<file path="src/logic/board_bus_params.svh">
`ifndef BOARD_BUS_PARAMS_SVH
`define BOARD_BUS_PARAMS_SVH

// bus widths
`define BB_ADDR_W 16
`define BB_DATA_W 32

// data RAM, 4 KiB of 32-bit words
`define BB_RAM_WORDS 1024
`define BB_RAM_BASE 16'h0000

// keyboard registers
`define BB_KEY_CODE_ADDR 16'h2000
`define BB_KEY_ACK_ADDR 16'h2004

// sector cache, one byte per word slot
`define BB_SEC_BASE 16'h3000
`define BB_SEC_AVAIL_ADDR 16'h3800
`define BB_SEC_BYTES 512

// AXI response codes
`define BB_RESP_OKAY 2'b00
`define BB_RESP_DECERR 2'b11

`endif

</file>
<file path="src/logic/board_bus_pkg.sv">
`default_nettype none
`include "board_bus_params.svh"

package board_bus_pkg;

    // bus payload types
    typedef logic [`BB_ADDR_W-1:0] bus_addr_t;
    typedef logic [`BB_DATA_W-1:0] bus_data_t;
    typedef logic [`BB_DATA_W/8-1:0] bus_strb_t;
    typedef logic [1:0] axi_resp_t;

    // peripheral side
    typedef logic [7:0] key_code_t;
    typedef logic [$clog2(`BB_SEC_BYTES)-1:0] sec_index_t;
    typedef logic [$clog2(`BB_RAM_WORDS)-1:0] ram_index_t;

    // decoded address regions
    typedef enum logic [2:0] {
        REG_RAM,
        REG_KEY_CODE,
        REG_KEY_ACK,
        REG_SEC,
        REG_SEC_AVAIL,
        REG_UNMAPPED
    } region_e;

    // read channel of the slave port
    typedef enum logic {RD_IDLE, RD_WAIT} rd_state_e;

endpackage

`default_nettype wire

</file>
<file path="src/logic/sector_capture.sv">
`timescale 1ns/1ps
`default_nettype none
`include "board_bus_params.svh"

module sector_capture (
    input  logic                       clock_50,
    input  logic                       key0,
    input  logic                       sd_byte_valid,
    input  logic [7:0]                 sd_byte,
    output logic                       wr_en,
    output board_bus_pkg::sec_index_t  wr_index,
    output logic [7:0]                 wr_byte,
    output logic                       sec_avail
);

    logic                      valid_q;
    logic                      valid_d;
    logic [7:0]                byte_q;
    board_bus_pkg::sec_index_t idx;
    logic                      last_byte;

    // byte goes in on the rising edge of the registered valid
    assign wr_en     = valid_q && !valid_d;
    assign wr_index  = idx;
    assign wr_byte   = byte_q;
    assign last_byte = (idx == board_bus_pkg::sec_index_t'(`BB_SEC_BYTES - 1));

    always_ff @(posedge clock_50 or negedge key0) begin
        if (!key0) begin
            valid_q   <= 1'b0;
            valid_d   <= 1'b0;
            idx       <= '0;
            sec_avail <= 1'b0;
        end else begin
            valid_q <= sd_byte_valid;
            valid_d <= valid_q;
            if (wr_en) begin
                // index wraps at the sector end
                idx       <= idx + 1'b1;
                // set by the last byte, cleared by the next sector's first
                sec_avail <= last_byte;
            end
        end
    end

    // sampled with valid so the pair stays aligned
    always_ff @(posedge clock_50) begin
        byte_q <= sd_byte;
    end

endmodule

`default_nettype wire

</file>
<file path="config.mk">
export PLATFORM = sky130hd
export DESIGN_NAME = sector_capture
export DESIGN_NICKNAME = d
export VERILOG_FILES = /design/src/logic/board_bus_pkg.sv /design/src/logic/sector_capture.sv
export VERILOG_INCLUDE_DIRS = /design/src /design/src/logic
export SDC_FILE = /design/constraint.sdc
export NUM_CORES = 1
export LEC_CHECK = 0
export BUFFER_PORTS_ARGS = -buffer_cell sky130_fd_sc_hd__buf_2
export CORE_MARGIN = 10
export CORE_UTILIZATION = 46
export DETAILED_ROUTE_END_ITERATION = 7
export PLACE_DENSITY_LB_ADDON = 0.25
export SETUP_SLACK_MARGIN = 0.3
export SLEW_MARGIN = 5
export SYNTH_ARGS = -nofsm -noshare
export SYNTH_HDL_FRONTEND = slang
export SYNTH_SLANG_ARGS = --single-unit
</file>
<file path="constraint.sdc">
create_clock -name clock_50 -period 3.35 [get_ports clock_50]
set_input_delay 0 -clock clock_50 [delete_from_list [all_inputs] [get_ports clock_50]]
set_output_delay 0 -clock clock_50 [all_outputs]
set_load 0.01 [all_outputs]
</file>
======== After elaboration in Yosys (flattened, before gate mapping) ========
Cells that the tools add are included.
cells by class
  add/sub/neg operators ................... 1
  $mul .................................... 0
  divide/modulo/power cells ............... 0
  $lt $le $gt $ge ......................... 0
  equal/unequal tests ..................... 1
  shifts and indexed selects .............. 0
  multiplexer cells ....................... 0
  bitwise gates (word level) .............. 0
  reduce and logical (&&, ||, !) cells .... 2
operators by type and width
  kind                                                           number
  9-bit by 1-bit adder with 9-bit output, second input constant  1
  9-bit == test, second input constant                           1
  1-bit logical AND                                              1
  1-bit logical NOT                                              1
word-level totals
  register bits ........................... 20
  latch bits .............................. 0
  memory bits (writable) .................. 0
  ROM bits ................................ 0
  word-level logic and storage cells ...... 9
  memories ................................ 0

======== Depth between registers and ports, before layout ========
  word-level depth ........................ 2
  gate-level depth with buffers ........... 4
  gate-level depth less buffers ........... 4

======== Worst setup path after synthesis ========
Ideal clock, no wire load.
  kind .................................... reg2reg
  start ................................... register idx[2], in the netlist wr_index[2]
  end ..................................... register idx[8], in the netlist wr_index[8]
  arrival time ............................ 1.379 ns
  setup slack ............................. 1.844 ns
  cell stages (with the launch flop) ...... 5
  path buffers ............................ 0
  period minus slack after synthesis ...... 1.506 ns
  cell sequence ........................... dfrtp_1 -> and4_1 -> and4_1 -> ha_1 -> mux2_1
between the ends
  word-level cells in the longest chain between the ends .. 1
RTL lines
  element                                 line                  source
  from (decl)                             sector_capture.sv:19  board_bus_pkg::sec_index_t idx;
  from (signal assigned)                  sector_capture.sv:39  idx <= idx + 1'b1;
  9-bit by 1-bit adder with 9-bit output  sector_capture.sv:39
No other way between the ends.
A chain may end at the register's enable or synchronous reset.

======== Worst setup path after layout ========
Same ends and word-level chain as after synthesis.

==> flow_summary.json <==
{
  "status": "complete, no violations",
  "top_usage_layer": "met2",
  "grt_use_met2": 0.187,
  "ys_warn_count": 0,
  "drt_iter0_markers": 1,
  "path_max_fanout": 6,
  "postCtsSetupRepairBufs": 0,
  "cpMostUsedCell": "and4_1",
  "gp_congestion": 0.707,
  "syn_inst": 43,
  "synth_area_leaders": "dfrtp_1, dfxtp_1, xnor2_1",
  "worstSetupEndpointType": "register",
  "finalCritPeriodShare": 0.454,
  "final_antenna_net_count": 0,
  "synth_area_leader_cell": "dfrtp_1",
  "crit_chain": "and4_1 > and4_1 > ha_1 > mux2_1",
  "fp.dieH_um": 57.8,
  "cts_tree": "done",
  "use_met1": 0.105,
  "coreArea_mm2": 0.00132,
  "die_w_um": 57.8,
  "ys.flop_type": "dfrtp_1",
  "slew_viol_final": 0,
  "synth_top_family_by_area": "simple AND/OR/NAND/NOR gates",
  "peakVddDrop_v": 0.000392,
  "use_met3": 0.0545,
  "mostFrequentLayoutCell": "buf_2",
  "synth.mux.area_fraction": 0.0515,
  "cp.arrival_ns": 1.71,
  "syn_nets": 56,
  "syn_area_um2": 656,
  "dpl.hpwl_um": 1070,
  "cts_resized": 0,
  "synthXorXnorAreaFrac": 0.0935,
  "grt_pass1_wl_um": 2810,
  "grt_overflow": 0,
  "wl_um": 1600,
  "grt_pass1_vias": 540,
  "leakage_nw": 0.487,
  "cts_max_level": 1,
  "r2r_slack_ns": 1.83,
  "max_freq_mhz": 657,
  "pin_count": 30,
  "num_rows": 13,
  "post_synth_and_or_nand_nor_area_fraction": 0.0973,
  "start_util": 0.498,
  "worstReg2RegEnd": "wr_index[8]",
  "critPathKind": "reg2reg",
  "power_w": 0.000620,
  "cp.required_ns": 3.54,
  "hold_ws_ns": 0.100,
  "dr.pass1.iters": 4,
  "clock_skew_ns": 0.00269,
  "grtUsageTotal": 0.108,
  "cts_made_buffers": 3,
  "portBuffers": 29,
  "relSlewSlack": 0.606,
  "reg2reg_depth": 4,
  "power_density_mw_per_mm2": 648,
  "wire_per_inst_um": 16.0,
  "setup_tns_ns": 0,
  "cp-start-kind": "register",
  "drt-vias-per-instance": 4.65,
  "cp_slowest_cell": "dfrtp_1",
  "cts.sinks": 20,
  "final_cell_mix": "buf_2, dfrtp_1, dlygate4sd3_1",
  "insertion_delay_ns": 0.30,
  "remaining_drc_errors": 0,
  "dieArea_mm2": 0.00334,
  "hold_buffers": 10,
  "syn_area_per_cell_um2": 15.2,
  "antenna_found_initial": 0,
  "grt_max_degree": 13,
  "finalSetupViolCount": 0,
  "synth_enable_flop_cells": 0,
  "synth-compound-area-share": 0,
  "period_needed_ns": 1.52,
  "grt_setup_unrepaired": "no",
  "maxCapViolCount": 0,
  "cpPeakStageDelay_ns": 0.45,
  "cts_root_buf": "clkbuf_4",
  "via_count": 465,
  "fin_nets": 99,
  "synthArstFlopShare": 0.600,
  "synth_top_area_share": 0.458,
  "hp-class": "in2async",
  "hold_viol": 0,
  "worst_slew_pin_slew_ns": 0.590,
  "drive_gt1_frac": 0.388,
  "synth_adder_area_share": 0.0382,
  "r2r_start": "wr_index[2]",
  "diodes": 0,
  "path_clk_slew_ns": 0.11,
  "yosysSeqAreaShare": 0.702,
  "synth_seq_cells": 20,
  "syn2layout_area_growth_pct": 45.8,
  "yosysUniqueCellTypes": 13,
  "cts_buffer_depth": 2
}
-- area by class of cell --
class	count	area (um2)
fill	88	362
clock buffer	4	47.5
tap	15	18.8
timing repair buffer	39	245
multi-input combinational	22	184
sequential	20	460
-- cells by family (layout without fill, tap and decap cells) --
| family | Yosys count | count (layout) |
|---|---|---|
| buf+inv | 1 | 43 |
| flops | 20 | 20 |
| xor+xnor | 7 | 7 |
| simple gates | 10 | 10 |
| mux | 3 | 3 |
| fa+ha+maj | 2 | 2 |
-- stage by stage --
step / instance area (um2) / util / setup slack, ns / std cells
global placement: 808 / 0.613 / 1.87 / 86
floorplan: 656 / - / 1.84 / 43
global route: 956 / 0.726 / 1.75 / 100
CTS: 956 / 0.726 / 1.82 / 100
finish: 956 / 0.726 / 1.83 / 100
detailed placement: 808 / 0.613 / 1.85 / 86
-- critical path: cells and delay by family, from the launching register on --
kind,cells,cell delay [ns]
DFF,1,0.45
and+or+nand+nor,2,0.42
muxes,1,0.28
adders and majority gates,1,0.26
-- synth_stat cells (2+ instances only) --
cell type   n
and4_1      2
dfrtp_1    12
dfxtp_1     8
ha_1        2
mux2_1      3
nand2_1     2
nand3_1     2
nand4_1     2
xnor2_1     6
-- state kept, by name (all words and copies together) (netlist names) --
name       count
valid_q        1
wr_index       9
valid_d        1
sec_avail      1
wr_byte        8
-- report_power, final --
part	internal (W)	total (W)	switching (W)
logic	0.0000688	0.000133	0.0000643
registers	0.000280	0.000323	0.0000431
clock network	0.0000910	0.000163	0.0000725
total	0.000440	0.000620	0.000180
-- worst max path at each step --
stage                            from          end  slack [ns]  cells past startpoint
after floorplan           wr_index[2]  wr_index[8]        1.84                      4
after global placement    wr_index[2]  wr_index[8]        1.87                      4
after detailed placement  wr_index[2]  wr_index[8]        1.85                      4
after CTS                 wr_index[2]  wr_index[8]        1.82                      4
after global routing      wr_index[2]  wr_index[8]        1.75                      4
final                     wr_index[2]  wr_index[8]        1.83                      4
-- per-layer routing --
layer,share of wire,wire [um],up-vias
li1,-,-,229
met2,0.50,808,21
met5,0,0,-
met3,0.11,171,4
met1,0.37,599,211
met4,0.014,22,0
(Power assumes the default switching activity.)
