`config.mk`:
```
export PLATFORM = sky130hd
export DESIGN_NAME = key_irq_latch
export DESIGN_NICKNAME = d
export VERILOG_FILES = /design/src/logic/board_bus_pkg.sv /design/src/logic/key_irq_latch.sv
export VERILOG_INCLUDE_DIRS = /design/src /design/src/logic
export SDC_FILE = /design/constraint.sdc
export NUM_CORES = 1
export LEC_CHECK = 0
export ABC_AREA = 1
export BUFFER_PORTS_ARGS = -buffer_cell sky130_fd_sc_hd__buf_2
export CAP_MARGIN = 0
export CORE_MARGIN = 8
export CORE_UTILIZATION = 26
export DETAILED_ROUTE_END_ITERATION = 7
export SETUP_SLACK_MARGIN = 0.3
export SLEW_MARGIN = 30
export SYNTH_ARGS = -nofsm -noshare
export SYNTH_HDL_FRONTEND = slang
export SYNTH_SLANG_ARGS = --single-unit
export TNS_END_PERCENT = 30
```
`constraint.sdc`:
```
create_clock -name clock_50 -period 1.24 [get_ports clock_50]
set_input_delay 0.186 -clock clock_50 [delete_from_list [all_inputs] [get_ports clock_50]]
set_output_delay 0.186 -clock clock_50 [all_outputs]
set_load 0.02 [all_outputs]
```
`src/logic/board_bus_params.svh`:
```
`ifndef BOARD_BUS_PARAMS_SVH
`define BOARD_BUS_PARAMS_SVH

// bus widths
`define BB_ADDR_W 16
`define BB_DATA_W 32

// data RAM, 4 KiB of 32-bit words
`define BB_RAM_WORDS 1024
`define BB_RAM_BASE 16'h0000

// keyboard registers
`define BB_KEY_CODE_ADDR 16'h2000
`define BB_KEY_ACK_ADDR 16'h2004

// sector cache, one byte per word slot
`define BB_SEC_BASE 16'h3000
`define BB_SEC_AVAIL_ADDR 16'h3800
`define BB_SEC_BYTES 512

// AXI response codes
`define BB_RESP_OKAY 2'b00
`define BB_RESP_DECERR 2'b11

`endif

```
`src/logic/board_bus_pkg.sv`:
```
`default_nettype none
`include "board_bus_params.svh"

package board_bus_pkg;

    // bus payload types
    typedef logic [`BB_ADDR_W-1:0] bus_addr_t;
    typedef logic [`BB_DATA_W-1:0] bus_data_t;
    typedef logic [`BB_DATA_W/8-1:0] bus_strb_t;
    typedef logic [1:0] axi_resp_t;

    // peripheral side
    typedef logic [7:0] key_code_t;
    typedef logic [$clog2(`BB_SEC_BYTES)-1:0] sec_index_t;
    typedef logic [$clog2(`BB_RAM_WORDS)-1:0] ram_index_t;

    // decoded address regions
    typedef enum logic [2:0] {
        REG_RAM,
        REG_KEY_CODE,
        REG_KEY_ACK,
        REG_SEC,
        REG_SEC_AVAIL,
        REG_UNMAPPED
    } region_e;

    // read channel of the slave port
    typedef enum logic {RD_IDLE, RD_WAIT} rd_state_e;

endpackage

`default_nettype wire

```
`src/logic/key_irq_latch.sv`:
```
`timescale 1ns/1ps
`default_nettype none

module key_irq_latch (
    input  logic                      clock_50,
    input  logic                      key0,
    input  logic                      key_strobe,
    input  board_bus_pkg::key_code_t  key_code_in,
    input  logic                      key_ack,
    output board_bus_pkg::key_code_t  key_code,
    output logic                      key_irq
);

    logic strobe_d;
    logic key_hit;

    // rising strobe with a real character, code 0 means no key
    assign key_hit = key_strobe && !strobe_d && (key_code_in != '0);

    always_ff @(posedge clock_50 or negedge key0) begin
        if (!key0) begin
            strobe_d <= 1'b0;
            key_code <= '0;
            key_irq  <= 1'b0;
        end else begin
            strobe_d <= key_strobe;
            // new key wins over a same-cycle ack
            if (key_hit) begin
                key_code <= key_code_in;
                key_irq  <= 1'b1;
            end else if (key_ack) begin
                key_irq  <= 1'b0;
            end
        end
    end

endmodule

`default_nettype wire

```
# ---- Word level (Yosys, flattened, before mapping)
# Index checks and enable logic that the tools add are counted.
dict set report totals {
  register_bits 10
  inputBits 12
  output_inout_bits 9
  elab_cells 10
}
dict set report classes {
  muxes 2
  n_reduce_logical 5
}
# op n
set ops {}
lappend ops {{$reduce_bool 8->1} 1}
lappend ops {{$logic_and 1x1->1} 2}
lappend ops {{$mux 1} 2}
lappend ops {{$reduce_bool 2->1} 1}
lappend ops {{$logic_not 1->1} 1}

# ---- Longest topological paths before layout
dict set report logic_depth {
  word_depth 4
  ltp_mapped 6
  depth_no_buf 6
}

# ---- Worst setup path after synthesis
# No wires, ideal clock.
dict set report synth_path {
  path_type {register to register}
  start {register strobe_d}
  end {register key_code[0]}
  setup_time_ns 0.117
  arrival_ns 0.796
  t_required_ns 1.123
  slack_ns 0.327
  stages_incl_launch_ff 5
  path_buffers 0
  synth_period_minus_slack_ns 0.913
  path_cell_list {dfrtp_1 -> nor2_4 -> o21ai_4 -> nand2_1 -> nand2_1}
}
dict set report synth_between {
  elab_chain_cells 3
}
# element line
set synth_lines {}
lappend synth_lines {{from (decl)} key_irq_latch.sv:14} ;# logic strobe_d;
lappend synth_lines {{from (signal assigned)} key_irq_latch.sv:26} ;# strobe_d <= key_strobe;
lappend synth_lines {{$logic_not 1->1} key_irq_latch.sv:18} ;# assign key_hit = key_strobe && !strobe_d && (key_code_in != '0);
lappend synth_lines {{$logic_and 1x1->1 (2 in a row)} key_irq_latch.sv:18}
lappend synth_lines {{to (signal assigned)} key_irq_latch.sv:29} ;# key_code <= key_code_in;
lappend synth_lines {{to (decl)} key_irq_latch.sv:10} ;# output board_bus_pkg::key_code_t key_code,
# No other way between the ends.
# A chain may end at the register's enable or synchronous reset.

# ---- Worst setup path after layout
dict set report layout_path {
  start {register key_code[2]}
  end {output port key_code[2]}
}
# No word-level cell between the ends.

==> reports/metrics.csv <==
stage;metric;value;unit
synthesis;#FFs+latches synth;10;
placed_design;placed cells;89;
clock_network;CTS buffer count;3;
critical_path;Crit path max-delay family;flip-flops;
outcome;status;complete, no violations;
flow_run;Max-cap violations;0;
timing;time the worst path needs with I/O delays and setup;0.983;ns
hold_path;min-delay worst type;in2reg;
timing;worst slew pin tran;0.267;ns
timing;Final Hold Fails;0;
clock_network;# clock sinks;10;
timing;setup TNS;0;ns
power_and_ir_drop;combinational power share;25.2;%
die;chip width;57.3;um
critical_path;Worst path slowest cell;dfrtp_1;
synthesis;Yosys top cell by area;dfrtp_1;
die;Die Y;57.3;um
global_routing;largest net degree at the start of global routing;11;
drt;drt total wl;1.19;mm
layout;fin area;688;um2
timing;# setup viols final;0;
layout;n_diodes;0;
critical_path;CP Class;reg2out;
placed_design;Port Buffers;20;
clock_network;clk buf depth;2;
layout;final std cells w/o fill;100;
timing;fmax;1020;MHz
power_and_ir_drop;cell area power density;1310;nW/um2
power_and_ir_drop;internal cell power;0.651;mW
synthesis;top post-synthesis cells by area;dfrtp_1 (56%), nand2_1 (17%), nand3_1 (9.0%);
die;Initial Util;26.6;%
synthesis;Cells after Synth;52;
clock_network;Worst-path clk slew;0.07;ns
layout;Fillers;185;
critical_path;reg2reg start;strobe_d;
global_routing;initial antenna violation count;0;
timing;hold_ws;0.0462;ns
synthesis;Syn Area/Cell;8.54;um2
global_routing;GRT Total Usage;7.94;%
layout;layout net count;96;
drt;Initial DRC Count;3;
critical_path;critical-path maximum fanout;2;
hold_path;Hold Crit Depth;1;
synthesis;post-synth top area share;56.3;%
layout;area grow syn2layout;54.9;%
synthesis;register area share after synthesis;56.3;%
drt;drt drc;0;
hold_path;Hold Crit Start;key_strobe;
die;Die Area;3290;um2
power_and_ir_drop;sw power;0.250;mW
critical_path;Worst EP required;1.05;ns
clock_network;clock latency on the worst-skew pair;0.26;ns
layout;most common cell after layout, fill and taps aside;nand2_1;
power_and_ir_drop;power share of the clock group;31.9;%
clock_network;H-Tree Depth;1;
critical_path;worst path arrival time;0.80;ns
global_routing;global route overflow;0;
global_routing;vias in the first global route;449;
layout;share of cells above drive strength 1;39.8;%
drt;antenna-violating nets left;0;
global_routing;first-pass GRT wire length;2.00;mm
power_and_ir_drop;Reg power frac;42.9;%
die;IO Pins;21;
timing;RSZ-0062 raised after global routing;yes;
timing;Rel. slew slack;82.1;%
drt;vias;436;
synthesis;Synth Cell Area;444;um2
power_and_ir_drop;Max IR drop VDD;408;uV
timing;worst clock skew;0.00322;ns
placed_design;Final Wtd Congestion;0.729;
synthesis;library cells used by synthesis;10;
critical_path;Register-to-Register Path Depth;4;
die;Placeable Area;1670;um2
timing;period utilization;79.3;%
synthesis;Yosys warning count;0;
power_and_ir_drop;Pleak;0.382;nW
clock_network;TritonCTS clock tree;yes;
synthesis;post-synth net total;64;
placed_design;Placed Area;566;um2
critical_path;Reg2Reg Capture Point;key_code[0];
power_and_ir_drop;Switching Fraction;27.8;%
critical_path;R2R Setup Slk;0.31;ns
drt;drt pass-1 iters;4;
die;# rows;15;
critical_path;crit path launch type;register;
layout;most frequent cells in the layout;nand2_1 (20), buf_2 (15), dfrtp_1 (10), nand3_1 (8), buf_4 (6);
timing;fin. max-slew vios;0;
critical_path;CP bufs+invs;1;
critical_path;Max stage delay on crit path;0.40;ns
drt;Via density;4.36;
critical_path;worst-path cell chain;buf_6;
critical_path;critical path capture point type;output port;
drt;DR WL/cell;11.9;um
clock_network;root buffer cell;clkbuf_4;
hold_path;end point of the worst hold path;strobe_d;
[registers in the layout, indices dropped and copies added, names as in the netlist]
name / flops
strobe_d: 1
key_irq: 1
key_code: 8
[cell families after synthesis]
family	synth area share [%]
simple gates	34.6
buf+inv	4.23
compound gates	4.79
flops	56.3
[per-layer routing]
metal / vias up / global-route usage (%) / routed length [um]
met5: - / 0 / 0
met4: 0 / 8.57 / 27
met3: 2 / 2.02 / 94
met2: 15 / 12.7 / 567
met1: 195 / 7.87 / 499
li1: 224 / - / -
[cell usage after synthesis]
master	count
nor2_4	1
nor2_1	4
nor2_2	1
inv_1	5
nand3_1	8
nand2_1	20
o21ai_1	1
o21ai_4	1
dfrtp_1	10
and2_0	1
[per-stage QoR]
step	utilization, %	power [mW]	worst slack [ns]
4_1_cts	37.5	0.869	0.229
5_1_grt	41.2	0.955	0.223
6_report	41.2	0.901	0.257
3_3_place_gp	33.9	0.560	0.196
2_1_floorplan	-	0.485	0.327
3_5_place_dp	33.9	0.563	0.182
[worst max path at each step]
| stage | start | end | slack [ns] | depth (start not counted) |
|---|---|---|---|---|
| after floorplan | strobe_d | key_code[0] | 0.33 | 4 |
| after global placement | key_code_in[5] | key_code[0] | 0.20 | 7 |
| after detailed placement | key_code_in[5] | key_code[7] | 0.18 | 7 |
| after CTS | key_code[2] | key_code[2] | 0.23 | 1 |
| after global routing | key_code[2] | key_code[2] | 0.22 | 1 |
| final | key_code[2] | key_code[2] | 0.26 | 1 |
[power by group through the flow]
stage / registers, mW / logic, mW / clock network [mW]
floorplan: 0.435 / 0.0500 / 0
global placement: 0.388 / 0.172 / 0
detailed placement: 0.388 / 0.175 / 0
CTS: 0.382 / 0.183 / 0.304
global route: 0.389 / 0.248 / 0.317
finish: 0.386 / 0.227 / 0.288
[repair_timing]
action,4_1_cts,5_1_grt
setup buffers,2,4
pin swaps,1,0
hold buffers,1,0
hold endpoints to repair,10,0
endpoints found under the setup margin,18,17
resized for setup,0,10
[cell type report]
class | instances | area [um2] | share of cell area, %
Clock buffer | 4 | 36.3 | 5.27
Sequential cell | 10 | 250 | 36.4
Inverter | 5 | 18.8 | 2.73
Multi-Input combinational cell | 37 | 175 | 25.5
Tap cell | 17 | 21.3 | 3.09
Timing Repair Buffer | 27 | 186 | 27.1
Power figures use the tool's default switching activity.
