==> config.mk <==
export PLATFORM = sky130hd
export DESIGN_NAME = axil_slave_port
export DESIGN_NICKNAME = d
export VERILOG_FILES = /design/src/logic/board_bus_pkg.sv /design/src/logic/axil_slave_port.sv
export VERILOG_INCLUDE_DIRS = /design/src /design/src/logic
export SDC_FILE = /design/constraint.sdc
export NUM_CORES = 1
export LEC_CHECK = 0
export BUFFER_PORTS_ARGS = -buffer_cell sky130_fd_sc_hd__clkbuf_2
export CORE_AREA = 4 4 93 95
export CTS_CLUSTER_DIAMETER = 120
export DETAILED_ROUTE_END_ITERATION = 7
export DIE_AREA = 0 0 97 99
export PLACE_DENSITY_LB_ADDON = 0.2
export SYNTH_ARGS = -nofsm -noshare
export SYNTH_HDL_FRONTEND = slang
export SYNTH_SLANG_ARGS = --single-unit
==> constraint.sdc <==
create_clock -name clock_50 -period 10.2 [get_ports clock_50]
set_input_delay 1.53 -clock clock_50 [delete_from_list [all_inputs] [get_ports clock_50]]
set_output_delay 1.53 -clock clock_50 [all_outputs]
set_load 0.03 [all_outputs]
==> src/logic/board_bus_params.svh <==
`ifndef BOARD_BUS_PARAMS_SVH
`define BOARD_BUS_PARAMS_SVH

// bus widths
`define BB_ADDR_W 16
`define BB_DATA_W 32

// data RAM, 4 KiB of 32-bit words
`define BB_RAM_WORDS 1024
`define BB_RAM_BASE 16'h0000

// keyboard registers
`define BB_KEY_CODE_ADDR 16'h2000
`define BB_KEY_ACK_ADDR 16'h2004

// sector cache, one byte per word slot
`define BB_SEC_BASE 16'h3000
`define BB_SEC_AVAIL_ADDR 16'h3800
`define BB_SEC_BYTES 512

// AXI response codes
`define BB_RESP_OKAY 2'b00
`define BB_RESP_DECERR 2'b11

`endif

==> src/logic/board_bus_pkg.sv <==
`default_nettype none
`include "board_bus_params.svh"

package board_bus_pkg;

    // bus payload types
    typedef logic [`BB_ADDR_W-1:0] bus_addr_t;
    typedef logic [`BB_DATA_W-1:0] bus_data_t;
    typedef logic [`BB_DATA_W/8-1:0] bus_strb_t;
    typedef logic [1:0] axi_resp_t;

    // peripheral side
    typedef logic [7:0] key_code_t;
    typedef logic [$clog2(`BB_SEC_BYTES)-1:0] sec_index_t;
    typedef logic [$clog2(`BB_RAM_WORDS)-1:0] ram_index_t;

    // decoded address regions
    typedef enum logic [2:0] {
        REG_RAM,
        REG_KEY_CODE,
        REG_KEY_ACK,
        REG_SEC,
        REG_SEC_AVAIL,
        REG_UNMAPPED
    } region_e;

    // read channel of the slave port
    typedef enum logic {RD_IDLE, RD_WAIT} rd_state_e;

endpackage

`default_nettype wire

==> src/logic/axil_slave_port.sv <==
`timescale 1ns/1ps
`default_nettype none

module axil_slave_port (
    input  logic                      clock_50,
    input  logic                      key0,
    // AXI4-Lite write address and data
    input  board_bus_pkg::bus_addr_t  awaddr,
    input  logic                      awvalid,
    output logic                      awready,
    input  board_bus_pkg::bus_data_t  wdata,
    input  board_bus_pkg::bus_strb_t  wstrb,
    input  logic                      wvalid,
    output logic                      wready,
    // AXI4-Lite write response
    output board_bus_pkg::axi_resp_t  bresp,
    output logic                      bvalid,
    input  logic                      bready,
    // AXI4-Lite read
    input  board_bus_pkg::bus_addr_t  araddr,
    input  logic                      arvalid,
    output logic                      arready,
    output board_bus_pkg::bus_data_t  rdata,
    output board_bus_pkg::axi_resp_t  rresp,
    output logic                      rvalid,
    input  logic                      rready,
    // router side
    output logic                      wr_req,
    output board_bus_pkg::bus_addr_t  wr_addr,
    output board_bus_pkg::bus_data_t  wr_data,
    output board_bus_pkg::bus_strb_t  wr_strb,
    input  board_bus_pkg::axi_resp_t  wr_resp,
    output logic                      rd_req,
    output board_bus_pkg::bus_addr_t  rd_addr,
    input  board_bus_pkg::bus_data_t  rd_data,
    input  board_bus_pkg::axi_resp_t  rd_resp
);

    board_bus_pkg::rd_state_e rd_state;
    logic wr_busy;
    logic wr_fire;
    logic wr_load;
    logic rd_fire;
    logic rd_due;
    logic rd_load;

    // address and data taken together, blocked until the response is gone
    assign awready = awvalid && wvalid && !wr_busy;
    assign wready  = awready;
    assign wr_fire = awvalid && wvalid && awready && wready;
    // one read in flight at a time
    assign arready = arvalid && (rd_state == board_bus_pkg::RD_IDLE);
    assign rd_fire = arvalid && arready;

    always_ff @(posedge clock_50 or negedge key0) begin
        if (!key0) begin
            wr_busy  <= 1'b0;
            wr_req   <= 1'b0;
            wr_load  <= 1'b0;
            bvalid   <= 1'b0;
            rd_state <= board_bus_pkg::RD_IDLE;
            rd_req   <= 1'b0;
            rd_due   <= 1'b0;
            rd_load  <= 1'b0;
            rvalid   <= 1'b0;
        end else begin
            // write pipe: request, response capture, bvalid
            wr_req  <= wr_fire;
            wr_load <= wr_req;
            if (wr_fire) begin
                wr_busy <= 1'b1;
            end else if (bvalid && bready) begin
                wr_busy <= 1'b0;
            end
            if (wr_load) begin
                bvalid <= 1'b1;
            end else if (bready) begin
                bvalid <= 1'b0;
            end
            // read pipe: request, router latency, data capture, rvalid
            rd_req  <= rd_fire;
            rd_due  <= rd_req;
            rd_load <= rd_due;
            case (rd_state)
                board_bus_pkg::RD_IDLE: if (rd_fire) rd_state <= board_bus_pkg::RD_WAIT;
                board_bus_pkg::RD_WAIT: if (rvalid && rready) rd_state <= board_bus_pkg::RD_IDLE;
                default: rd_state <= board_bus_pkg::RD_IDLE;
            endcase
            if (rd_load) begin
                rvalid <= 1'b1;
            end else if (rready) begin
                rvalid <= 1'b0;
            end
        end
    end

    // held request and response payloads
    always_ff @(posedge clock_50) begin
        if (wr_fire) begin
            wr_addr <= awaddr;
            wr_data <= wdata;
            wr_strb <= wstrb;
        end
        if (wr_req) bresp <= wr_resp;
        if (rd_fire) rd_addr <= araddr;
        // router data is valid one cycle after rd_req
        if (rd_due) begin
            rdata <= rd_data;
            rresp <= rd_resp;
        end
    end

endmodule

`default_nettype wire

After elaboration in Yosys (flattened, before gate mapping). Index checks and enable logic that the tools add are counted. W data, S select, Z words.

Multiplexer cells: 9. Bitwise operators: 1. Reductions and logical operators: 12.

Operators by type and width (number): $logic_and A1 B1 Y1 (8); $mux W1 (8); $reduce_bool A2 Y1 (3); $pmux W1 S2 (1); $logic_not A1 Y1 (1); $not A1 Y1 (1).

Bits in registers: 113. Input port bits: 111. Output and inout bits: 111. Word-level logic and storage cells: 38.

Depth between registers and ports, before layout.
Word-level depth: 5. Gate-level depth with buffers: 3. Depth with buffers taken out: 2.

Least setup slack after synthesis. No wires, ideal clock.

Path kind: in2out. Start point: input port awvalid. End point: output port wready. Arrival time: 4.684 ns. Data required time: 8.670 ns. Slack: 3.986 ns. Stages: 3. Path buffers: 1. Cells stage by stage: nand2_1 nor2_1 buf_4.

Longest elaborated chain between the ends: 2.

RTL lines: start, declared (RTL line axil_slave_port.sv:9) `input logic awvalid,`; $logic_and A1 B1 Y1 (2 in series) (RTL line axil_slave_port.sv:48) `assign awready = awvalid && wvalid && !wr_busy;`; end, declared (RTL line axil_slave_port.sv:14) `output logic wready,`.

Every way passes these cells.

Worst setup path in the final report.
Start point: input port awvalid. End point: output port awready.

Longest elaborated chain between the ends: 2.

RTL lines: $logic_and A1 B1 Y1 (2 in series) (RTL line axil_slave_port.sv:48); end, declared (RTL line axil_slave_port.sv:10) `output logic awready,`.

Every way passes these cells.

==> results.py <==
metrics = {
    "worst_hold_path": {
        "hp-class": "flip-flop to flip-flop",
        "hp-start": "rd_req",
        "hold_end": "rd_due",
        "whs_path_depth": 0,
    },
    "worst_setup_path": {
        "r2r_slack_ns": 8.73,
        "path_cells": "clkbuf_2, nand2_1, nor2_4, buf_4, clkbuf_2",
        "critPathTopFamily": "buffers and inverters",
        "r2r_start": "wr_busy",
        "max_stage_delay_ns": 0.54,
        "critPathRequiredTime_ns": 8.67,
        "reg2reg_depth": 2,
        "crit_fanout": 55,
        "crit_top_cell": "clkbuf_2",
        "path_buf_inv": 3,
        "r2r-end": "wr_addr[8]",
        "arrival_ns": 2.69,
        "cp-start-kind": "input pin",
        "cp_slowest_cell": "buf_4",
        "crit_path_end_kind": "output port",
        "critPathKind": "input pin to output port",
    },
    "timing": {
        "hold_viol_final": 0,
        "period_share_pct": 41.4,
        "fin_setup_tns_ns": 0,
        "max_freq_mhz": 237,
        "fin_crit_ns": 4.22,
        "rsz0062_at_grt": "no",
        "slew_headroom_pct": 54.3,
        "finalSetupViolCount": 0,
        "finalClockSkew_ns": 0.0115,
        "worstMarginPinSlew_ns": 0.685,
        "slew_viol_final": 0,
    },
    "clock_network": {
        "clk_latency_ns": 0.49,
        "cts.path.max_buffers": 2,
        "clk_pin_slew_worst_paths_ns": 0.05,
        "cts_buffers": 17,
        "cts_sinks": 113,
        "root_buffer": "clkbuf_8",
        "ctsResizeCount": 0,
        "postCtsHoldBufs": 0,
        "cts_tree": "built",
        "cts_setup_buffers": 0,
        "htreeDepth": 4,
    },
    "floorplan": {
        "fp-row-count": 32,
        "die_x_um": 97,
        "die_area_um2": 9600,
        "io_pins": 222,
        "die_y_um": 99,
        "start_util_pct": 44.2,
        "core_um2": 7730,
    },
    "routing": {
        "vias": 2079,
        "m1WireLength_um": 2770,
        "drt_first_pass_iters": 4,
        "drtIter0Drc": 41,
        "top_layer": "met4",
        "wl_per_cell_um": 16.2,
        "met3_length_um": 1100,
        "drtAntennaViolNets": 0,
        "drt_wl_total_um": 7800,
        "drcViolationCount": 0,
        "via_per_inst": 4.32,
        "route.met2.wl_um": 3840,
    },
    "finish": {
        "drive_gt1_share_pct": 66.8,
        "syn_to_final_growth_pct": 51.9,
        "final_cell_mix": "clkbuf_2 (221), edfxtp_1 (104), clkbuf_16 (16)",
        "fin_area_um2": 5190,
        "fill_cells": 569,
        "mostFrequentLayoutCell": "clkbuf_2",
        "antenna_cells": 0,
        "utilization_pct": 67.1,
        "num-nets-final": 478,
    },
    "synthesis": {
        "yosysSeqAreaShare_pct": 98.1,
        "syn_nets": 236,
        "netlist_area_um2": 3410,
        "yosysWarnings": 0,
        "ys_ff_latch": 113,
        "synthCells": 125,
        "netlist-cell-type-count": 10,
        "syn_area_per_cell_um2": 27.3,
    },
    "placement": {
        "post_dp_cell_area_um2": 4670,
        "place.gp.congestion": 0.781,
        "io_buffers": 221,
    },
    "power": {
        "ir_drop_uv": 112,
        "p_per_area_nw_per_um2": 218,
        "p_int_uw": 879,
        "p_seq_share_pct": 47.8,
        "switching_share_pct": 22.4,
        "power.leakage_uw": 0.00229,
        "pwr-share-comb_pct": 8.0,
        "p_clk_share_pct": 44.3,
        "switchingPower_uw": 254,
    },
    "global_routing": {
        "grt_pass1_vias": 2212,
        "grt_max_degree": 56,
        "antenna_found_initial": 0,
        "track_usage_pct": 16.9,
        "grt_pass1_wl_um": 11800,
        "grt_overflow": 0,
    },
    "run": {
        "drv_cap": 0,
    },
    "outcome": {
        "status": "complete, no violations",
    },
}
## per-stage QoR
stage,std cells,hold WS (ns),total power [µW],worst slack [ns]
after floorplan,125,0.404,599,3.99
after global placement,450,0.359,640,5.99
after detailed placement,450,0.365,642,5.97
after CTS,481,0.377,1150,5.97
after global routing,481,0.389,1180,5.89
final,481,0.378,1130,5.98
## area by class of cell
class	count	area, µm²	area share [%]
timing repair buffer	224	1130	21.8
sequential	113	3350	64.6
clock buffer	19	422	8.13
multi-input combinational	9	57.6	1.11
tap	102	128	2.46
clock inverter	12	95.1	1.83
inverter	2	7.51	0.145
## cells in the mapped netlist, drive strengths merged
master,count,area (µm²)
a31oi,2,12.5
nor2,2,7.51
inv,2,7.51
nor2b,1,6.26
a21oi,1,5.00
a21o,2,15.0
dfrtp,9,225
edfxtp,104,3120
buf,1,7.51
nand2,1,3.75
## registers in the layout, indices dropped and copies added, names as in the netlist
name	cells
rdata	32
wr_data	32
rd_addr	16
wr_addr	16
wr_strb	4
bresp	2
rresp	2
bvalid	1
rd_due	1
rd_load	1
rd_req	1
rd_state	1
rvalid	1
wr_busy	1
wr_load	1
wr_req	1
## kinds of logic after synthesis
logic type | synth area share [%]
simple gates | 0.513
flops | 98.1
buf+inv | 0.440
compound gates | 0.953
## metal layers
layer	global-route usage, %	up-vias
met3	12.0	10
met4	7.02	0
met2	26.6	153
met1	17.5	933
li1	-	983
met5	0	-
## how the worst max path moves through the flow
| stage | start | to | slack (ns) | depth (start not counted) |
|---|---|---|---|---|
| finish | awvalid | awready | 5.98 | 5 |
| global route | awvalid | awready | 5.89 | 5 |
| CTS | awvalid | awready | 5.97 | 5 |
| detailed placement | awvalid | awready | 5.97 | 5 |
| global placement | awvalid | awready | 5.99 | 5 |
| floorplan | awvalid | wready | 3.99 | 3 |
## worst register-to-register path, stage by stage (launching register included)
cell	delay, ns
dfrtp_1	0.41
nor2_4	0.11
buf_4	0.54
## power groups by stage
stage | clock [µW] | sequential [µW] | combinational (µW)
finish | 501 | 541 | 90.1
global route | 543 | 543 | 96.2
CTS | 515 | 541 | 91.8
detailed placement | 0 | 550 | 91.6
global placement | 0 | 549 | 90.4
floorplan | 0 | 589 | 9.57
Note: power is estimated with default switching activity, not from simulation.
