<file path="config.mk">
export PLATFORM = sky130hd
export DESIGN_NAME = memory_map_router
export DESIGN_NICKNAME = d
export VERILOG_FILES = /design/src/logic/board_bus_pkg.sv /design/src/logic/memory_map_router.sv
export VERILOG_INCLUDE_DIRS = /design/src /design/src/logic
export SDC_FILE = /design/constraint.sdc
export NUM_CORES = 1
export LEC_CHECK = 0
export CAP_MARGIN = 20
export CORE_AREA = 2 2 90 84
export CTS_BUF_LIST = sky130_fd_sc_hd__clkbuf_8 sky130_fd_sc_hd__clkbuf_16
export CTS_CLUSTER_SIZE = 12
export DETAILED_ROUTE_END_ITERATION = 8
export DIE_AREA = 0 0 92 86
export DONT_BUFFER_PORTS = 1
export GPL_TIMING_DRIVEN = 0
export HOLD_SLACK_MARGIN = 0.08
export PLACE_DENSITY = 0.56
export SETUP_SLACK_MARGIN = 0.4
export SYNTH_ARGS = -nofsm -noshare
export SYNTH_HDL_FRONTEND = slang
export SYNTH_SLANG_ARGS = --single-unit
</file>
<file path="constraint.sdc">
create_clock -name clock_50 -period 2.6 [get_ports clock_50]
set_clock_uncertainty 0.2 [all_clocks]
set_input_delay 0.52 -clock clock_50 [delete_from_list [all_inputs] [get_ports clock_50]]
set_output_delay 0.52 -clock clock_50 [all_outputs]
set_load 0.01 [all_outputs]
</file>
<file path="src/logic/board_bus_params.svh">
`ifndef BOARD_BUS_PARAMS_SVH
`define BOARD_BUS_PARAMS_SVH

// bus widths
`define BB_ADDR_W 16
`define BB_DATA_W 32

// data RAM, 4 KiB of 32-bit words
`define BB_RAM_WORDS 1024
`define BB_RAM_BASE 16'h0000

// keyboard registers
`define BB_KEY_CODE_ADDR 16'h2000
`define BB_KEY_ACK_ADDR 16'h2004

// sector cache, one byte per word slot
`define BB_SEC_BASE 16'h3000
`define BB_SEC_AVAIL_ADDR 16'h3800
`define BB_SEC_BYTES 512

// AXI response codes
`define BB_RESP_OKAY 2'b00
`define BB_RESP_DECERR 2'b11

`endif

</file>
<file path="src/logic/board_bus_pkg.sv">
`default_nettype none
`include "board_bus_params.svh"

package board_bus_pkg;

    // bus payload types
    typedef logic [`BB_ADDR_W-1:0] bus_addr_t;
    typedef logic [`BB_DATA_W-1:0] bus_data_t;
    typedef logic [`BB_DATA_W/8-1:0] bus_strb_t;
    typedef logic [1:0] axi_resp_t;

    // peripheral side
    typedef logic [7:0] key_code_t;
    typedef logic [$clog2(`BB_SEC_BYTES)-1:0] sec_index_t;
    typedef logic [$clog2(`BB_RAM_WORDS)-1:0] ram_index_t;

    // decoded address regions
    typedef enum logic [2:0] {
        REG_RAM,
        REG_KEY_CODE,
        REG_KEY_ACK,
        REG_SEC,
        REG_SEC_AVAIL,
        REG_UNMAPPED
    } region_e;

    // read channel of the slave port
    typedef enum logic {RD_IDLE, RD_WAIT} rd_state_e;

endpackage

`default_nettype wire

</file>
<file path="src/logic/memory_map_router.sv">
`timescale 1ns/1ps
`default_nettype none
`include "board_bus_params.svh"

module memory_map_router (
    input  logic                       clock_50,
    input  logic                       key0,
    input  logic                       wr_req,
    input  board_bus_pkg::bus_addr_t   wr_addr,
    input  board_bus_pkg::bus_data_t   wr_data,
    input  board_bus_pkg::bus_strb_t   wr_strb,
    output board_bus_pkg::axi_resp_t   wr_resp,
    input  logic                       rd_req,
    input  board_bus_pkg::bus_addr_t   rd_addr,
    output board_bus_pkg::bus_data_t   rd_data,
    output board_bus_pkg::axi_resp_t   rd_resp,
    output logic                       ram_we,
    output board_bus_pkg::bus_strb_t   ram_strb,
    output board_bus_pkg::ram_index_t  ram_index,
    output board_bus_pkg::bus_data_t   ram_wdata,
    input  board_bus_pkg::bus_data_t   ram_rdata,
    output logic                       key_ack,
    input  board_bus_pkg::key_code_t   key_code,
    output board_bus_pkg::sec_index_t  rd_index,
    input  logic [7:0]                 rd_byte,
    input  logic                       sec_avail
);

    localparam int RAM_IW = $bits(board_bus_pkg::ram_index_t);
    localparam int SEC_IW = $bits(board_bus_pkg::sec_index_t);

    function automatic board_bus_pkg::region_e decode(input board_bus_pkg::bus_addr_t addr);
        board_bus_pkg::bus_addr_t ram_off;
        board_bus_pkg::bus_addr_t sec_off;
        ram_off = addr - `BB_RAM_BASE;
        sec_off = addr - `BB_SEC_BASE;
        if (ram_off < board_bus_pkg::bus_addr_t'(`BB_RAM_WORDS * 4)) return board_bus_pkg::REG_RAM;
        if (addr == `BB_KEY_CODE_ADDR) return board_bus_pkg::REG_KEY_CODE;
        if (addr == `BB_KEY_ACK_ADDR) return board_bus_pkg::REG_KEY_ACK;
        if (sec_off < board_bus_pkg::bus_addr_t'(`BB_SEC_BYTES * 4)) return board_bus_pkg::REG_SEC;
        if (addr == `BB_SEC_AVAIL_ADDR) return board_bus_pkg::REG_SEC_AVAIL;
        return board_bus_pkg::REG_UNMAPPED;
    endfunction

    board_bus_pkg::region_e    wr_region;
    board_bus_pkg::region_e    rd_region;
    board_bus_pkg::region_e    rd_region_q;
    board_bus_pkg::bus_addr_t  wr_ram_off;
    board_bus_pkg::bus_addr_t  rd_ram_off;
    board_bus_pkg::bus_addr_t  rd_sec_off;
    logic                      rd_ram;
    // staged RAM write, waits out a colliding read
    logic                      wr_pend;
    board_bus_pkg::ram_index_t pend_index;
    board_bus_pkg::bus_data_t  pend_data;
    board_bus_pkg::bus_strb_t  pend_strb;

    assign wr_region  = decode(wr_addr);
    assign rd_region  = decode(rd_addr);
    assign wr_ram_off = wr_addr - `BB_RAM_BASE;
    assign rd_ram_off = rd_addr - `BB_RAM_BASE;
    assign rd_sec_off = rd_addr - `BB_SEC_BASE;
    assign rd_ram     = rd_req && (rd_region == board_bus_pkg::REG_RAM);
    assign rd_index   = rd_sec_off[SEC_IW+1:2];

    // RAM port, reads take priority
    assign ram_we    = wr_pend && !rd_ram;
    assign ram_index = rd_ram ? rd_ram_off[RAM_IW+1:2] : pend_index;
    assign ram_strb  = pend_strb;
    assign ram_wdata = pend_data;

    // mapped writes other than RAM and ack are dropped
    assign wr_resp = (wr_region == board_bus_pkg::REG_UNMAPPED) ? `BB_RESP_DECERR : `BB_RESP_OKAY;
    assign key_ack = wr_req && (wr_region == board_bus_pkg::REG_KEY_ACK);

    always_ff @(posedge clock_50 or negedge key0) begin
        if (!key0) begin
            wr_pend     <= 1'b0;
            rd_region_q <= board_bus_pkg::REG_UNMAPPED;
        end else begin
            if (wr_req && wr_region == board_bus_pkg::REG_RAM) begin
                wr_pend <= 1'b1;
            end else if (ram_we) begin
                wr_pend <= 1'b0;
            end
            if (rd_req) rd_region_q <= rd_region;
        end
    end

    always_ff @(posedge clock_50) begin
        if (wr_req) begin
            pend_index <= wr_ram_off[RAM_IW+1:2];
            pend_data  <= wr_data;
            pend_strb  <= wr_strb;
        end
    end

    // read data mux, one cycle after rd_req
    always_comb begin
        rd_data = '0;
        rd_resp = `BB_RESP_OKAY;
        case (rd_region_q)
            board_bus_pkg::REG_RAM:       rd_data = ram_rdata;
            board_bus_pkg::REG_KEY_CODE:  rd_data = board_bus_pkg::bus_data_t'(key_code);
            board_bus_pkg::REG_SEC:       rd_data = board_bus_pkg::bus_data_t'(rd_byte);
            board_bus_pkg::REG_SEC_AVAIL: rd_data = board_bus_pkg::bus_data_t'(sec_avail);
            board_bus_pkg::REG_UNMAPPED:  rd_resp = `BB_RESP_DECERR;
            default:                      rd_data = '0;
        endcase
    end

endmodule

`default_nettype wire

</file>
Word-level counts from Yosys, hierarchy flattened --
Index checks and enable logic that the tools add are counted.
Word-level totals: register bits 50, bits of input ports 121, output and inout bits 93, logic and storage cells 88
Cells by class: $add $sub $neg 2, order comparisons 4, eq/ne operators 12, mux-type cells 56, reductions and logical operators 9
Operators with widths (number):
- $pmux 32 s4 | 1
- $eq 16x14->1 const B | 6
- $mux 3 | 20
- $lt 16x12->1 const B | 2
- $lt 16x13->1 const B | 2
- $mux 1 | 32
- $sub 16x14->16 const B | 2
- $mux 10 | 1
- $eq 3x3->1 const B | 3
- $logic_not 3->1 | 3
- $eq 3x2->1 const B | 2
- $logic_and 1x1->1 | 4
- $mux 2 | 2
- $eq 3x1->1 const B | 1
- $reduce_bool 2->1 | 1
- $logic_not 1->1 | 1

Depth between registers and ports, before layout --
Gate-level depths: netlist of the first run.
depth in word-level cells 23, gate-level depth with buffers 4

Least setup slack after synthesis of the first run --
OpenSTA, ideal clock, no wires.
kind input-to-output, from in wr_addr[1], to out wr_resp[1], arrival time 1430 ps, data required time 1880 ps, slack 450 ps, cell stages on the path 4, buffers on the path 1, cell sequence nor4_1 -> and4_1 -> o2111ai_1 -> buf_4
On the way: cells in the longest elaborated chain, start to end 13, elaborated cells between the ends (all ways) 32, those cells by class add/sub (1); order compare (2); eq/ne (4); mux (25)
RTL lines:
- from (decl) | RTL line memory_map_router.sv:9 | input board_bus_pkg::bus_addr_t wr_addr,
- parallel branches: the longest is 10 deep, another holds $sub 16x14->16
- $mux 3 (*) | RTL line memory_map_router.sv:38 | if (addr == `BB_KEY_CODE_ADDR) return board_bus_pkg::REG_KEY_CODE;
- $eq 3x3->1 (*) | RTL line memory_map_router.sv:73 | assign wr_resp = (wr_region == board_bus_pkg::REG_UNMAPPED) ? `BB_RESP_DECERR : `BB_RESP_OKAY;
- $mux 2 (no line) (*)
- to (decl) | RTL line memory_map_router.sv:12 | output board_bus_pkg::axi_resp_t wr_resp,
Mark *: on every way between the ends. The select of a mux whose other input is x is not followed.

Final worst setup path of the first run --
from reg rd_region_q[1], to out rd_data[6]
On the way: cells in the longest elaborated chain, start to end 2, elaborated cells between the ends (all ways) 5, those cells by class eq/ne (3); mux (1); reduce/logical (1)
RTL lines:
- from (decl) | RTL line memory_map_router.sv:47 | board_bus_pkg::region_e rd_region_q;
- from (signal assigned) | RTL line memory_map_router.sv:79 | rd_region_q <= board_bus_pkg::REG_UNMAPPED;
- from (signal assigned) | RTL line memory_map_router.sv:86 | if (rd_req) rd_region_q <= rd_region;
- $eq 3x3->1, or another cell as far along | RTL line memory_map_router.sv:102 | case (rd_region_q)
- $pmux 32 s4 (*) | RTL line memory_map_router.sv:102
- to (decl) | RTL line memory_map_router.sv:15 | output board_bus_pkg::bus_data_t rd_data,
Mark *: on every way between the ends. The rest lies on a longest branch, timed or not.

==> flow_summary.json, run 1 <==
{
  "timing.hold.ws_ps": 102.8,
  "synth_ff_type": "edfxtp_1",
  "cp-start-kind": "register",
  "grt_pass1_vias": 1407,
  "drcViolationCount": 0,
  "pre_cts_slack_ps": 145.7,
  "synth-async-reset-ratio_pct": 8.000,
  "worstPathMaxFanout": 8,
  "power_density_nw_per_um2": 560.8,
  "synth_common_cells": "edfxtp_1 (46), and2_1 (25), nor2_1 (15)",
  "fp.dieW_um": 92,
  "cpMaxStageDelayCell": "dfrtp_1",
  "wl_um": 5821,
  "crit_chain": "buf_6, nor2_4, a22oi_1, nor2_1",
  "h-tree-depth": 2,
  "fin_setup_tns_ps": 0,
  "synth_fp_nets": 291,
  "peakVddDrop_mv": 0.4351,
  "diodes": 0,
  "cp.required_ps": 1880,
  "synthToLayoutAreaGrowth_pct": 21.19,
  "regArea_um2": 1484,
  "initial_utilization_pct": 34.52,
  "min_period_over_period_pct": 83.22,
  "cts_made_buffers": 5,
  "cts.sinks": 50,
  "cp_top_family": "flip-flops",
  "cts.clk_slew.worst_paths_ps": 90,
  "synth-seq-area-share_pct": 62.36,
  "yosysUniqueCellTypes": 38,
  "grt_pass1_wl_um": 7755,
  "nets": 308,
  "synth-edff-count": 46,
  "worstSetupEndpointType": "output pin",
  "status": "finished, final reports clean",
  "wl_per_cell_um": 20.72,
  "yosys.area.top_type": "edfxtp_1",
  "setup_ws_ps": 436.2,
  "synth_top_area_share_pct": 58.04,
  "cts_max_path_buffers": 2,
  "grt_overflow": 0,
  "hold_viol": 0,
  "initialDrtViolationCount": 41,
  "coreArea_um2": 6894,
  "rsz0062_at_grt": "true",
  "portBuffers": 0,
  "antenna_found_initial": 0,
  "placementRows": 29,
  "synth_top_cells_by_area": "edfxtp_1 (58%), and2_1 (6.6%), mux2_2 (5.2%)",
  "grt_max_degree": 48,
  "drive_above_1_share_pct": 49.47,
  "yosysWarnings": 0,
  "routed_via_density": 5.160,
  "via_count": 1450,
  "timing.final.max_slew_violations": 0,
  "cts_root_buf": "clkbuf_8",
  "ys_ff_latch": 50,
  "arrival_ps": 1440,
  "tritoncts": "yes",
  "nFillCells": 634,
  "setup_viol": 0,
  "min_period_ps": 2164,
  "fmax_mhz": 462.1,
  "cpPeakStageDelay_ps": 430,
  "path_buf_inv": 1,
  "clkLatencyLatePin_ps": 290,
  "static-leakage-power_nw": 1.065,
  "hold_class": "in -> reg",
  "critPathKind": "reg -> out",
  "drtAntennaViolNets": 0,
  "post-dp-hpwl_um": 4569,
  "pin_count": 214,
  "gp_congestion": 0.7430,
  "syn_area_um2": 2380,
  "chipHeight_um": 86,
  "syn-instance-count": 170,
  "firstDrtPassIters": 4,
  "grt_util_all_layers_pct": 13.07,
  "synth_most_common_cell": "edfxtp_1",
  "timing_worst_slew_pin_value_ps": 321.5,
  "slew_headroom_pct": 78.34,
  "multiInputGateArea_um2": 902.1,
  "max_cap_violations": 0,
  "avgSynthCellArea_um2": 14.00,
  "dieArea_um2": 7912
}
[final timing paths]
check / depth (start not counted) / startpoint / slack (ps) / endpoint
worst min register to register: 2 / wr_pend / 340 / wr_pend
worst max-delay path: 4 / rd_region_q[1] / 440 / rd_data[6]
max in group asynchronous: 1 / key0 / 1670 / rd_region_q[0]
min in group asynchronous: 1 / key0 / 290 / rd_region_q[1]
worst max register to register: 3 / rd_region_q[0] / 1250 / rd_region_q[0]
worst min-delay path: 1 / wr_addr[13] / 100 / wr_pend
[registers in the layout, indices dropped and copies added, names as in the netlist]
name         cells
ram_strb         4
wr_pend          1
ram_wdata       32
rd_region_q      3
pend_index      10
[cells by family after synthesis]
group | Yosys count | share of synthesized area [%]
AOI/OAI and AO/OA | 18 | 5.784
muxes | 19 | 10.04
buffers and inverters | 20 | 5.310
and+or+nand+nor | 63 | 16.51
DFF | 50 | 62.36
[area by class of cell]
cell class / instances / area share, %
plain buffers: 18 / 5.510
repair buffers: 10 / 4.078
well taps: 93 / 4.035
flip-flops and latches: 50 / 51.45
multi-input cells: 100 / 31.28
inverters: 2 / 0.2603
clock buffers: 5 / 2.386
clock inverters: 3 / 0.9978
[metal layers]
| metal | GRT usage [%] | share of wire (%) | vias up |
|---|---|---|---|
| met5 | 0 | 0 | - |
| met4 | 4.478 | 0.88 | 0 |
| met3 | 6.239 | 12 | 4 |
| met2 | 22.53 | 52 | 128 |
| met1 | 14.18 | 35 | 665 |
| li1 | - | - | 653 |
[layout by cell type (no fill, tap or decap), drive strengths merged, types with 2 or more instances in the layout]
master   instances
nor4             3
dfstp            2
nand4            2
and2            25
o21ai            3
inv              3
and3b            2
mux2            18
clkinv           2
nand2b           2
clkbuf           7
nor3b            2
nand3b           2
nor3             3
edfxtp          46
nand3            2
buf             25
nor2b            2
o2111ai          2
a22oi            7
nor2            16
dfrtp            2
[power by group]
group | switching, mW | total, mW | internal [mW]
logic | 0.0708 | 0.149 | 0.0780
registers | 0.0491 | 1.00 | 0.951
clock network | 0.269 | 0.469 | 0.200
[metrics by stage]
| stage | instances | total power [mW] | util, % | area [um^2] |
|---|---|---|---|---|
| 3_5_place_dp | 263 | 1.137 | 36.21 | 2496 |
| 2_1_floorplan | 170 | 1.113 | - | 2380 |
| 4_1_cts | 273 | 1.619 | 38.55 | 2658 |
| 3_3_place_gp | 263 | 1.139 | 36.21 | 2496 |
| 5_1_grt | 281 | 1.682 | 41.83 | 2884 |
| 6_report | 281 | 1.617 | 41.83 | 2884 |
[timing repair]
item,in CTS,in global routing
endpoints found under the hold margin,4,0
setup buffers,1,4
hold buffers,1,0
gates cloned,0,4
setup endpoints to repair,33,30
resized for setup,14,51
pin swaps,1,23
Note: power is estimated with default switching activity, not from simulation.
==> run 2: changes to the inputs <==
--- a/config.mk
+++ b/config.mk
@@ -15,7 +15,7 @@
 export DONT_BUFFER_PORTS = 1
 export GPL_TIMING_DRIVEN = 0
 export HOLD_SLACK_MARGIN = 0.08
-export PLACE_DENSITY = 0.56
+export PLACE_DENSITY = 0.58
 export SETUP_SLACK_MARGIN = 0.4
 export SYNTH_ARGS = -nofsm -noshare
 export SYNTH_HDL_FRONTEND = slang
==> constraint.sdc (replaced) <==
create_clock -name clock_50 -period 1.8 [get_ports clock_50]
set_clock_uncertainty 0.2 [all_clocks]
set_input_delay 0.36 -clock clock_50 [delete_from_list [all_inputs] [get_ports clock_50]]
set_output_delay 0.36 -clock clock_50 [all_outputs]
set_load 0.01 [all_outputs]
==> flow_summary.json, run 2 (synthesis results as in run 1) <==
{
  "portBuffers": 0,
  "setup_viol": 39,
  "placementRows": 29,
  "grt_max_degree": 48,
  "cp_top_family": "flip-flops",
  "firstDrtPassIters": 4,
  "diodes": 0,
  "setup_ws_ps": -218.4,
  "cp.required_ps": 1240,
  "coreArea_um2": 6894,
  "share_seq_of_total_power_pct": 60.4,
  "wl_um": 6971,
  "p_sw_share_pct": 23.06,
  "multiInputGateArea_um2": 952.2,
  "path_buf_inv": 1,
  "tritoncts": "yes",
  "final_common_cell": "dlygate4sd3_1",
  "cts.sinks": 50,
  "nFillCells": 573,
  "chipHeight_um": 86,
  "synthToLayoutAreaGrowth_pct": 48.90,
  "fp.dieW_um": 92,
  "grt_pass1_wl_um": 9694,
  "nets": 364,
  "wl_per_cell_um": 20.69,
  "cts_made_buffers": 5,
  "initial_utilization_pct": 34.52,
  "slew_headroom_pct": 73.69,
  "failed_checks": "hold timing, setup timing",
  "fmax_mhz": 495.4,
  "drtAntennaViolNets": 0,
  "power_density_nw_per_um2": 677.1,
  "cpMaxStageDelayCell": "dfrtp_1",
  "p_int_mw": 1.846,
  "arrival_ps": 1460,
  "routed_via_density": 5.142,
  "gp_congestion": 0.7705,
  "final_cell_mix": "dlygate4sd3_1 (50), edfxtp_1 (46), and2_4 (25), mux2_4 (17), buf_4 (15)",
  "min_period_ps": 2018,
  "timing_worst_slew_pin_value_ps": 390.6,
  "clkLatencyLatePin_ps": 290,
  "initialDrtViolationCount": 59,
  "min_period_over_period_pct": 112.1,
  "peakVddDrop_mv": 0.5072,
  "pin_count": 214,
  "status": "complete, but fails checks",
  "finalPower_mw": 2.399,
  "hold_viol": 46,
  "rsz0062_at_grt": "true",
  "grt_util_all_layers_pct": 16.10,
  "regArea_um2": 1484,
  "critPathKind": "reg -> out",
  "largest_reg_flops": 32,
  "hold_class": "in -> reg",
  "crit_chain": "buf_4, mux2_4, a22oi_1, nor2_1",
  "via_count": 1733,
  "p_clk_share_pct": 25.8,
  "h-tree-depth": 2,
  "net-switching-power_mw": 0.5533,
  "cpPeakStageDelay_ps": 420,
  "timing.final.max_slew_violations": 0,
  "max_cap_violations": 0,
  "timing.hold.ws_ps": -23.36,
  "drive_above_1_share_pct": 43.03,
  "cp-start-kind": "register",
  "post-dp-hpwl_um": 5022,
  "grt_overflow": 0,
  "dieArea_um2": 7912,
  "postCtsHoldBufs": 50,
  "cts_root_buf": "clkbuf_8",
  "drcViolationCount": 0,
  "grt_pass1_vias": 1818,
  "cts_max_path_buffers": 2,
  "worstPathMaxFanout": 5,
  "combPwrFrac_pct": 13.8,
  "static-leakage-power_nw": 1.380,
  "cts.clk_slew.worst_paths_ps": 90,
  "antenna_found_initial": 0,
  "worstSetupEndpointType": "output pin"
}
run 2: worst reg2reg max path, cell delays in order (launching register included):
cell and delay, ps:
dfstp_2 660, clkbuf_16 190, buf_4 100, o221a_2 170
run 2: layout make-up:
class                   instances  share of cell area, %
plain buffers                  18                  5.120
clock buffers                   5                  1.942
clock inverters                 3                 0.4944
inverters                       2                 0.2119
multi-input cells             100                  26.87
flip-flops and latches         50                  41.88
well taps                      93                  3.284
repair buffers                 66                  20.20
run 2: metal layers:
metal	share of wire [%]	global-route usage, %	routed length (um)	vias to the layer above
li1	-	-	-	766
met1	32	14.84	2249	813
met2	54	30.35	3755	142
met3	13	8.875	891	12
met4	1.1	4.749	74	0
met5	0	0	0	-
run 2: worst paths after layout:
path / from / end / slack, ps / depth (start not counted)
min in group asynchronous: key0 / wr_pend / 170 / 1
worst min-delay path: wr_req / pend_index[8] / -20 / 0
max in group asynchronous: key0 / rd_region_q[0] / 960 / 1
worst max-delay path: rd_region_q[1] / rd_data[4] / -220 / 4
worst max register to register: rd_region_q[0] / rd_region_q[0] / 430 / 3
worst min register to register: wr_pend / wr_pend / 360 / 2
run 2: through the flow:
| step | worst slack [ps] | setup TNS [ps] | utilization, % | instance area (um^2) | instances |
|---|---|---|---|---|---|
| final | -218.4 | -6210 | 51.40 | 3543 | 337 |
| after CTS | -231.4 | -6590 | 48.77 | 3362 | 328 |
| after detailed placement | -1.338 | -1.338 | 38.69 | 2668 | 263 |
| after global routing | -273.9 | -8391 | 51.40 | 3543 | 337 |
| after global placement | 28.36 | 0 | 38.69 | 2668 | 263 |
| after floorplan | 83.88 | 0 | - | 2551 | 170 |
run 2: power by group through the flow:
stage | Clock, mW | Sequential (mW) | Combinational [mW]
floorplan | 0 | 1.46 | 0.178
global placement | 0 | 1.47 | 0.198
detailed placement | 0 | 1.47 | 0.202
CTS | 0.648 | 1.45 | 0.302
global route | 0.687 | 1.46 | 0.349
finish | 0.618 | 1.45 | 0.331
run 2: timing repair:
item                                    in CTS  in global routing
pin swaps                                    1                 11
gates cloned                                 1                  4
gates resized for setup                     12                 21
hold endpoints to repair                    98                 46
buffers inserted                             6                  5
endpoints found under the setup margin      48                 49
==> run 3: changes to the inputs <==
--- a/config.mk
+++ b/config.mk
@@ -16,7 +16,7 @@
 export GPL_TIMING_DRIVEN = 0
 export HOLD_SLACK_MARGIN = 0.08
 export PLACE_DENSITY = 0.58
-export SETUP_SLACK_MARGIN = 0.4
+export SETUP_SLACK_MARGIN = 0.15
 export SYNTH_ARGS = -nofsm -noshare
 export SYNTH_HDL_FRONTEND = slang
 export SYNTH_SLANG_ARGS = --single-unit
==> flow_summary.json, run 3 (synthesis results as in run 1) <==
{
  "max_cap_violations": 0,
  "grt_pass1_wl_um": 9604,
  "static-leakage-power_nw": 1.345,
  "chipHeight_um": 86,
  "power_density_nw_per_um2": 704.3,
  "p_clk_share_pct": 27.4,
  "postCtsHoldBufs": 50,
  "crit_start": "rd_region_q[2]",
  "h-tree-depth": 2,
  "drcViolationCount": 0,
  "min_period_over_period_pct": 110.6,
  "via_count": 1658,
  "status": "complete, but fails checks",
  "pin_count": 214,
  "timing.hold.ws_ps": -40.58,
  "diodes": 0,
  "layout.cells.non_filler": 332,
  "hold_class": "in -> reg",
  "peakVddDrop_mv": 0.5670,
  "timing_worst_slew_pin_value_ps": 331.1,
  "firstDrtPassIters": 4,
  "regArea_um2": 1485,
  "net-switching-power_mw": 0.5877,
  "placed_cell_area_um2": 2524,
  "rr_startpoint": "rd_region_q[0]",
  "wl_um": 6807,
  "grt_util_all_layers_pct": 16.26,
  "post-dp-hpwl_um": 4843,
  "dp.cells": 263,
  "drive_above_1_share_pct": 44.77,
  "final_cell_mix": "dlygate4sd3_1 (50), edfxtp_1 (46), and2_4 (25), mux2_4 (17), buf_4 (14)",
  "cts.sinks": 50,
  "dieArea_um2": 7912,
  "portBuffers": 0,
  "grt_pass1_vias": 1732,
  "nets": 359,
  "fin_setup_tns_ps": -5656,
  "cts_root_buf": "clkbuf_8",
  "final_common_cell": "dlygate4sd3_1",
  "timing.final.max_slew_violations": 0,
  "slew_headroom_pct": 77.70,
  "p_sw_share_pct": 23.97,
  "setup_viol": 35,
  "crit_chain": "buf_6, nor3_4, clkbuf_8, and2_4",
  "cp.required_ps": 1240,
  "worstSetupEndpointType": "output pin",
  "fin_area_um2": 3481,
  "tritoncts": "yes",
  "drtAntennaViolNets": 0,
  "cts.clk_slew.worst_paths_ps": 100,
  "nFillCells": 578,
  "rsz0062_at_grt": "true",
  "combPwrFrac_pct": 13.5,
  "placementRows": 29,
  "synthToLayoutAreaGrowth_pct": 46.27,
  "multiInputGateArea_um2": 980.9,
  "final_util_pct": 50.49,
  "setup_ws_ps": -190.5,
  "failed_checks": "hold timing, setup timing",
  "p_int_mw": 1.864,
  "initialDrtViolationCount": 41,
  "critPathKind": "reg -> out",
  "initial_utilization_pct": 34.52,
  "gp_congestion": 0.7339,
  "hold_start": "wr_req",
  "min_period_ps": 1991,
  "grt_max_degree": 48,
  "worstPathMaxFanout": 10,
  "coreArea_um2": 6894,
  "cts_made_buffers": 5,
  "hold_viol": 46,
  "grt_overflow": 0,
  "fmax_mhz": 502.4,
  "clkLatencyLatePin_ps": 290,
  "routed_via_density": 4.994,
  "fp.dieW_um": 92,
  "share_seq_of_total_power_pct": 59.1,
  "arrival_ps": 1430,
  "wl_per_cell_um": 20.50,
  "largest_reg_flops": 32,
  "cpMaxStageDelayCell": "dfstp_2",
  "cpPeakStageDelay_ps": 400,
  "antenna_found_initial": 0,
  "cp-start-kind": "register",
  "cts_max_path_buffers": 2
}
## run 3: layout make-up
| type | instances | share of cell area, % |
|---|---|---|
| Tap cell | 93 | 3.343 |
| Timing Repair Buffer | 61 | 17.54 |
| Sequential cell | 50 | 42.67 |
| Multi-Input combinational cell | 100 | 28.18 |
| Buffer | 18 | 5.248 |
| Clock buffer | 5 | 1.977 |
| Clock inverter | 3 | 0.8267 |
| Inverter | 2 | 0.2157 |
## run 3: per-stage QoR
stage,setup WS (ps),hold slack (ps),total power [mW]
floorplan,83.21,-135.6,1.612
global placement,-123.0,-135.3,1.651
detailed placement,-106.7,-135.3,1.649
CTS,-215.2,-42.87,2.456
global route,-254.7,-65.88,2.558
finish,-190.5,-40.58,2.452
## run 3: repair_timing
| action | in CTS | in global routing |
|---|---|---|
| pin swaps | 12 | 9 |
| resized for setup | 64 | 13 |
| endpoints found under the hold margin | 98 | 46 |
| buffers inserted | 7 | 2 |
| endpoints found under the setup margin | 45 | 48 |
| gates cloned | 2 | 0 |
## run 3: path summary, 6_finish.rpt
path	endpoint	slack, ps	depth (start not counted)
max	rd_data[27]	-190	4
min	ram_wdata[26]	-40	0
max reg2reg	rd_region_q[0]	400	3
min reg2reg	wr_pend	350	2
max in group asynchronous	rd_region_q[0]	990	1
min in group asynchronous	wr_pend	150	1
## run 3: critical path: cells and delay by family, from the launching register on
family,cells,cell delay [ps]
buffers and inverters,2,340
DFF,1,400
and+or+nand+nor,2,400
## run 3: power by group through the flow
stage               sequential, mW  clock [mW]  combinational (mW)
finish                        1.45       0.672               0.330
CTS                           1.45       0.694               0.314
detailed placement            1.47           0               0.180
global route                  1.46       0.749               0.351
global placement              1.47           0               0.179
floorplan                     1.45           0               0.158
## run 3: layer usage
metal	vias to the layer above	wire length [um]	GRT usage [%]
li1	756	-	-
met4	0	55	4.478
met3	4	767	7.733
met2	135	3787	31.68
met1	763	2197	15.04
met5	-	0	0
